==> src/common/cpuPkg.sv <==
`default_nettype none

package cpuPkg;

    typedef logic [31:0] word_t;   // Bus, register and memory word.
    typedef logic [3:0]  regIdx_t;
    typedef logic [4:0]  opcode_t;

    localparam opcode_t opLd   = 5'b00000;
    localparam opcode_t opLdi  = 5'b00001;
    localparam opcode_t opSt   = 5'b00010;
    localparam opcode_t opAdd  = 5'b00011;
    localparam opcode_t opSub  = 5'b00100;
    localparam opcode_t opAnd  = 5'b00101;
    localparam opcode_t opOr   = 5'b00110;
    localparam opcode_t opShr  = 5'b00111;
    localparam opcode_t opShl  = 5'b01000;
    localparam opcode_t opAddi = 5'b01001;
    localparam opcode_t opAndi = 5'b01010;
    localparam opcode_t opBrzr = 5'b01011;
    localparam opcode_t opBrnz = 5'b01100;
    localparam opcode_t opIn   = 5'b01101;
    localparam opcode_t opOut  = 5'b01110;
    localparam opcode_t opHalt = 5'b11011;

    typedef enum logic [3:0] {resetState, T0, T1, T2, T3, T4, T5, T6, T7} tState_t;

    // One bit per bus driver. Bit 0 is PC and bit 5 is the sign-extended constant.
    typedef logic [5:0] busSrc_t;

    localparam busSrc_t srcPc     = 6'b000001;
    localparam busSrc_t srcZlo    = 6'b000010;
    localparam busSrc_t srcMdr    = 6'b000100;
    localparam busSrc_t srcReg    = 6'b001000;
    localparam busSrc_t srcInport = 6'b010000;
    localparam busSrc_t srcC      = 6'b100000;

    typedef struct packed {
        busSrc_t busSrc;
        logic    marIn, mdrIn, pcIn, irIn, yIn, zIn, rIn, conIn, outportIn;
        logic    gra, grb, grc, baOut;
        logic    incPc;
        opcode_t aluOp;
        logic    memRead, memWrite;
    } controlWord_t;

endpackage

`default_nettype wire

==> src/control/controlUnit.sv <==
`timescale 1ns/1ns
`default_nettype none

module controlUnit (
    input  wire                  clk,
    input  wire                  reset,
    input  wire                  stop,
    input  cpuPkg::word_t        ir,
    input  wire                  conFf,
    output cpuPkg::controlWord_t ctrl,
    output logic                 run
);

    cpuPkg::tState_t state;
    cpuPkg::opcode_t op;
    logic            halted;   // Set by halt and held until reset.
    logic            memOp;    // ld or st, both use base addressing.
    logic            regOp;    // Three-register ALU instructions.
    logic            immOp;    // addi and andi.
    logic            brOp;

    assign op    = ir[31:27];
    assign memOp = (op == cpuPkg::opLd) || (op == cpuPkg::opSt);
    assign regOp = (op >= cpuPkg::opAdd) && (op <= cpuPkg::opShl);
    assign immOp = (op == cpuPkg::opAddi) || (op == cpuPkg::opAndi);
    assign brOp  = (op == cpuPkg::opBrzr) || (op == cpuPkg::opBrnz);

    assign run = !halted && !(state == cpuPkg::T0 && stop);

    always_ff @(posedge clk or posedge reset) begin
        if (reset) begin
            state  <= cpuPkg::resetState;
            halted <= 1'b0;
        end else if (!halted) begin
            case (state)
                cpuPkg::resetState: state <= cpuPkg::T0;
                cpuPkg::T0: if (!stop) state <= cpuPkg::T1;  // Stop holds fetch off.
                cpuPkg::T1: state <= cpuPkg::T2;
                cpuPkg::T2: state <= cpuPkg::T3;
                cpuPkg::T3: state <= cpuPkg::T4;
                cpuPkg::T4: state <= cpuPkg::T5;
                cpuPkg::T5: state <= cpuPkg::T6;
                cpuPkg::T6: state <= cpuPkg::T7;
                default:    state <= cpuPkg::T0;
            endcase
            if (state == cpuPkg::T3 && op == cpuPkg::opHalt)
                halted <= 1'b1;
        end
    end

    always_comb begin
        ctrl = '0;
        if (!halted) begin
            case (state)
                cpuPkg::T0: if (!stop) begin
                    ctrl.busSrc = cpuPkg::srcPc;
                    ctrl.marIn  = 1'b1;
                    ctrl.incPc  = 1'b1;
                    ctrl.zIn    = 1'b1;
                end
                cpuPkg::T1: begin
                    ctrl.busSrc  = cpuPkg::srcZlo;
                    ctrl.pcIn    = 1'b1;
                    ctrl.memRead = 1'b1;
                    ctrl.mdrIn   = 1'b1;
                end
                cpuPkg::T2: begin
                    ctrl.busSrc = cpuPkg::srcMdr;
                    ctrl.irIn   = 1'b1;
                end
                cpuPkg::T3: begin
                    if (memOp || op == cpuPkg::opLdi || regOp || immOp) begin
                        ctrl.busSrc = cpuPkg::srcReg;  // Y takes rb.
                        ctrl.grb    = 1'b1;
                        ctrl.baOut  = memOp || op == cpuPkg::opLdi;
                        ctrl.yIn    = 1'b1;
                    end else if (brOp) begin
                        ctrl.busSrc = cpuPkg::srcReg;
                        ctrl.gra    = 1'b1;
                        ctrl.conIn  = 1'b1;
                    end else if (op == cpuPkg::opIn) begin
                        ctrl.busSrc = cpuPkg::srcInport;
                        ctrl.gra    = 1'b1;
                        ctrl.rIn    = 1'b1;
                    end else if (op == cpuPkg::opOut) begin
                        ctrl.busSrc    = cpuPkg::srcReg;
                        ctrl.gra       = 1'b1;
                        ctrl.outportIn = 1'b1;
                    end
                end
                cpuPkg::T4: begin
                    if (memOp || op == cpuPkg::opLdi || immOp) begin
                        ctrl.busSrc = cpuPkg::srcC;
                        ctrl.aluOp  = op;
                        ctrl.zIn    = 1'b1;
                    end else if (regOp) begin
                        ctrl.busSrc = cpuPkg::srcReg;
                        ctrl.grc    = 1'b1;
                        ctrl.aluOp  = op;
                        ctrl.zIn    = 1'b1;
                    end else if (brOp) begin
                        ctrl.busSrc = cpuPkg::srcPc;
                        ctrl.yIn    = 1'b1;
                    end
                end
                cpuPkg::T5: begin
                    if (memOp) begin
                        ctrl.busSrc = cpuPkg::srcZlo;  // Effective address into MAR.
                        ctrl.marIn  = 1'b1;
                    end else if (op == cpuPkg::opLdi || regOp || immOp) begin
                        ctrl.busSrc = cpuPkg::srcZlo;
                        ctrl.gra    = 1'b1;
                        ctrl.rIn    = 1'b1;
                    end else if (brOp) begin
                        ctrl.busSrc = cpuPkg::srcC;
                        ctrl.aluOp  = cpuPkg::opAdd;
                        ctrl.zIn    = 1'b1;
                    end
                end
                cpuPkg::T6: begin
                    if (op == cpuPkg::opLd) begin
                        ctrl.memRead = 1'b1;
                        ctrl.mdrIn   = 1'b1;
                    end else if (op == cpuPkg::opSt) begin
                        ctrl.busSrc = cpuPkg::srcReg;
                        ctrl.gra    = 1'b1;
                        ctrl.mdrIn  = 1'b1;
                    end else if (brOp && conFf) begin
                        ctrl.busSrc = cpuPkg::srcZlo;  // Taken branch target.
                        ctrl.pcIn   = 1'b1;
                    end
                end
                cpuPkg::T7: begin
                    if (op == cpuPkg::opLd) begin
                        ctrl.busSrc = cpuPkg::srcMdr;
                        ctrl.gra    = 1'b1;
                        ctrl.rIn    = 1'b1;
                    end else if (op == cpuPkg::opSt) begin
                        ctrl.memWrite = 1'b1;
                    end
                end
                default: ;
            endcase
        end
    end

    // Only one driver may own the bus in any step.
    assert property (@(posedge clk) disable iff (reset) $onehot0(ctrl.busSrc));
    assert property (@(posedge clk) disable iff (reset) !(ctrl.memRead && ctrl.memWrite));

endmodule

`default_nettype wire

==> config.mk <==
export PLATFORM = sky130hd
export DESIGN_NAME = controlUnit
export DESIGN_NICKNAME = d
export VERILOG_FILES = /design/src/common/cpuPkg.sv /design/src/control/controlUnit.sv
export SDC_FILE = /design/constraint.sdc
export NUM_CORES = 1
export LEC_CHECK = 0
export ABC_AREA = 0
export BUFFER_PORTS_ARGS = -buffer_cell sky130_fd_sc_hd__clkbuf_2
export CAP_MARGIN = 20
export CORE_AREA = 2 2 49 51
export CTS_CLUSTER_DIAMETER = 30
export DETAILED_ROUTE_END_ITERATION = 6
export DIE_AREA = 0 0 51 53
export PLACE_DENSITY = 0.83
export SLEW_MARGIN = 40
export SYNTH_ARGS = -nofsm -noshare
export SYNTH_HDL_FRONTEND = slang
export SYNTH_SLANG_ARGS = --single-unit
==> constraint.sdc <==
create_clock -name clk -period 3.15 [get_ports clk]
set_input_delay 0 -clock clk [delete_from_list [all_inputs] [get_ports clk]]
set_output_delay 0 -clock clk [all_outputs]
set_load 0.005 [all_outputs]
Yosys cells after proc, flatten, opt, wreduce, memory -nomap -nowiden
Cells that the tools add are included.
{"block": "classes", "magnitude_cmp": 2, "n_eq_ne": 18, "muxes": 70, "bitwise": 1, "reduce_logical": 18}
{"cell": "$mux 6", "n": 10}
{"cell": "$pmux 6 s8", "n": 1}
{"cell": "$mux 1", "n": 35}
{"cell": "$eq 5x4->1 const B", "n": 6}
{"cell": "$pmux 4 s7", "n": 1}
{"cell": "$mux 27", "n": 1}
{"cell": "$eq 4x3->1 const B", "n": 4}
{"cell": "$mux 2", "n": 8}
{"cell": "$mux 4", "n": 3}
{"cell": "$mux 5", "n": 2}
{"cell": "$pmux 5 s2", "n": 1}
{"cell": "$logic_or 1x1->1", "n": 9}
{"cell": "$eq 4x2->1 const B", "n": 2}
{"cell": "$pmux 1 s2", "n": 3}
{"cell": "$pmux 1 s3", "n": 2}
{"cell": "$eq 5x1->1 const B", "n": 1}
{"cell": "$eq 5x2->1 const B", "n": 1}
{"cell": "$eq 5x5->1 const B", "n": 1}
{"cell": "$ge 5x2->1 const B", "n": 1}
{"cell": "$le 5x4->1 const B", "n": 1}
{"cell": "$logic_and 1x1->1", "n": 5}
{"cell": "$logic_not 5->1", "n": 1}
{"cell": "$eq 4x1->1 const B", "n": 1}
{"cell": "$eq 4x4->1 const B", "n": 1}
{"cell": "other kinds (7)", "n": 8}
{"block": "totals", "register_bits": 5, "in_bits": 36, "output_inout_bits": 28, "word_cells": 111}

Logic depth before layout (Yosys ltp)
{"block": "depth", "word_depth": 8, "mapped_depth": 6, "ltp_nobuf": 4}

Worst setup path before layout
Ideal clock, no wire load.
{"block": "synth_timing", "path_kind": "register to output", "from": "reg state[3]", "to": "out ctrl[11] (netlist bit)", "t_arrival_ns": 1.609, "required_time_ns": 3.150, "setup_slack_ns": 1.541, "path_stages_with_launch": 7, "n_path_buf": 2, "path_cell_list": "dfrtp_1 buf_6 nand2b_4 buf_6 or3_4 a211o_1 a311oi_1"}
{"element": "from (decl)", "line": "controlUnit.sv:14", "rtl": "cpuPkg::tState_t state;"}
{"element": "from (signal assigned)", "line": "controlUnit.sv:32", "rtl": "state <= cpuPkg::resetState;"}
{"element": "from (signal assigned)", "line": "controlUnit.sv:36", "rtl": "cpuPkg::resetState: state <= cpuPkg::T0;"}
{"element": "from (signal assigned)", "line": "controlUnit.sv:37", "rtl": "cpuPkg::T0: if (!stop) state <= cpuPkg::T1;"}
{"element": "to (decl)", "line": "controlUnit.sv:10", "rtl": "output cpuPkg::controlWord_t ctrl,"}

==> results.cfg <==
[finish]
drive_gt1_share_pct = 29.7
diodes = 0
fin_util_pct = 49.7
layout_commonest_cell = clkbuf_2
final_cell_mix = clkbuf_2, a21oi_1, nand2_1
nets = 195
area_delta_synth_final_pct = 18.3

[cts]
cts_setup_buffers = 0
cts.clk_slew.worst_paths_ns = 0.04
clockBufferDepth = 2
ctsResizeCount = 0
cts_buffers = 3
htreeDepth = 1
root_buffer = clkbuf_4
clock-sinks = 5
cts_tree = built
insertion_delay_ns = 0.25
holdBufCountCts = 1

[sta]
whs_ns = 0.115
relSlewSlack_pct = 61.5
clock.fmax_mhz = 451
finalHoldViolations = 0
finalSetupTns_ns = 0
period_share_pct = 70.3
maxSlewViolCount = 0
period_needed_ns = 2.22
finalSetupViolCount = 0
rsz0062_at_grt = no
worstMarginPinSlew_ns = 0.573
finClkSkew_ns = 0.00314

[status]
status = complete, no violations

[detailed_routing]
drc_errors = 0
vias = 1098
finalWirelength_um = 2530
dr.pass1.iters = 4
dr.first_iter.drc_count = 32
via_per_inst = 5.90
drtAntennaViolNets = 0
avgRoutedWirePerCell_um = 13.6

[setup_path]
critPathArrivalTime_ns = 2.22
worst_setup_path_start_kind = flip-flop
cp_slowest_stage_delay_ns = 0.66
path_cells = nand2b_1, a2111oi_2, a21oi_1, a211oi_1, clkbuf_2
worstPathRequired_ns = 3.15
end_kind = output pin
worstSetupPathType = reg2out
critPathMaxFanout = 15
critPathSlowestCell = dfrtp_1

[pwr]
p_switching_uw = 402
intPower_uw = 340
power_uw = 742
clkPwrFrac_pct = 10.2
p_leak_nw = 0.457
seqPwrFrac_pct = 31.5
power_density_mw_per_mm2 = 695
p_comb_share_pct = 58.4
irDropWorstVdd_mv = 0.492
switching_share_pct = 54.2

[placed_design]
gp_congestion = 0.859
port_buffers = 35
place_hpwl_um = 1790

[global_route]
track_usage_pct = 20.3
grt_overflow = 0
grt_max_degree = 30
grt_pass1_vias = 945
antenna_found_initial = 0
grt_pass1_wl_um = 4230

[synthesis]
ys_warn_count = 0
synth_cells = 134
synth_nets = 170
synth_seq_area_share_pct = 13.9
synth_area_um2 = 902
synth_ff_type = dfrtp_1
avgSynthCellArea_um2 = 6.73
synth_cell_types = 47
synth_edf_count = 0
synthArstFlopShare_pct = 100
ys_ff_latch = 5

[floorplanning]
core_area_mm2 = 0.00215
die_h_um = 53
initial_core_util_pct = 42.0
dieWidth_um = 51
placementRows = 17
pin_count = 64
die-area_mm2 = 0.00270

[min_path]
holdCritPathClass = in2reg

[job]
max_cap_violations = 0
[cell families after synthesis]
group | Yosys count | share of synthesized area [%]
and+or+nand+nor | 71 | 46.0
AOI/OAI and AO/OA | 35 | 26.2
buffers and inverters | 19 | 10.4
DFF | 5 | 13.9
xor gates and xnor gates | 2 | 1.94
muxes | 1 | 1.11
other | 1 | 0.416
[stage by stage]
| step | cell area, um2 | worst slack (ns) | std cells |
|---|---|---|---|
| global route | 1070 | 0.705 | 186 |
| global placement | 1030 | 1.25 | 181 |
| detailed placement | 1030 | 1.21 | 181 |
| CTS | 1070 | 0.936 | 186 |
| floorplan | 902 | 1.54 | 134 |
| finish | 1070 | 0.935 | 186 |
[state kept, by name (all words and copies together) (netlist names)]
name    flops
halted      1
state       4
[cell type report]
| class | count | area, um2 |
|---|---|---|
| Inverter | 3 | 11.3 |
| Tap cell | 28 | 35.0 |
| Clock buffer | 4 | 26.3 |
| Timing Repair Buffer | 36 | 185 |
| Sequential cell | 5 | 126 |
| Fill cell | 221 | 1080 |
| Multi-Input combinational cell | 110 | 683 |
[layer usage]
layer  global-route usage (%)  wire length (um)  part of all wire [%]  vias up
met5                        0                 0                     0        -
met4                     8.56                27                   1.1        0
met3                     3.67               232                   9.2        4
met2                     31.0              1200                    48       55
met1                     27.9              1070                    42      504
li1                         -                 -                     -      535
[critical path: cells and delay by family, from the launching register on]
kind,cells,cell delay [ns]
AO/OA/AOI/OAI,3,0.86
buffers and inverters,1,0.15
flip-flops,1,0.66
AND/OR/NAND/NOR,1,0.29
[power by group through the flow]
stage	registers (mW)	logic (mW)	clock network [mW]
after floorplan	0.107	0.449	0
after global placement	0.220	0.418	0
after detailed placement	0.229	0.432	0
after CTS	0.227	0.435	0.0775
after global routing	0.247	0.489	0.0823
final	0.234	0.433	0.0755
[worst paths after layout]
kind	startpoint	endpoint	slack (ns)	cells after the start
worst max-delay path	state[0]	ctrl[15]	0.93	5
worst min-delay path	stop	state[1]	0.11	3
worst max register to register	state[0]	state[0]	1.42	4
worst min register to register	state[1]	state[1]	0.81	2
max in group asynchronous	reset	halted	2.78	3
min in group asynchronous	reset	state[2]	0.18	3
[Yosys cell counts, types with 3 or more instances]
cell type	instances	area, um2
a21oi_1	14	70.1
nor2b_1	4	25.0
and2_1	3	18.8
nand2_1	14	52.6
dfrtp_1	5	125
nor2_1	10	37.5
nand2b_1	5	31.3
buf_2	3	15.0
o21ai_0	3	15.0
nor3_1	11	55.1
clkbuf_1	8	30.0
nand3_1	4	20.0
a31oi_1	3	18.8
inv_1	3	11.3
nor4_1	3	18.8
No activity file was read; power rests on OpenSTA's default activity.
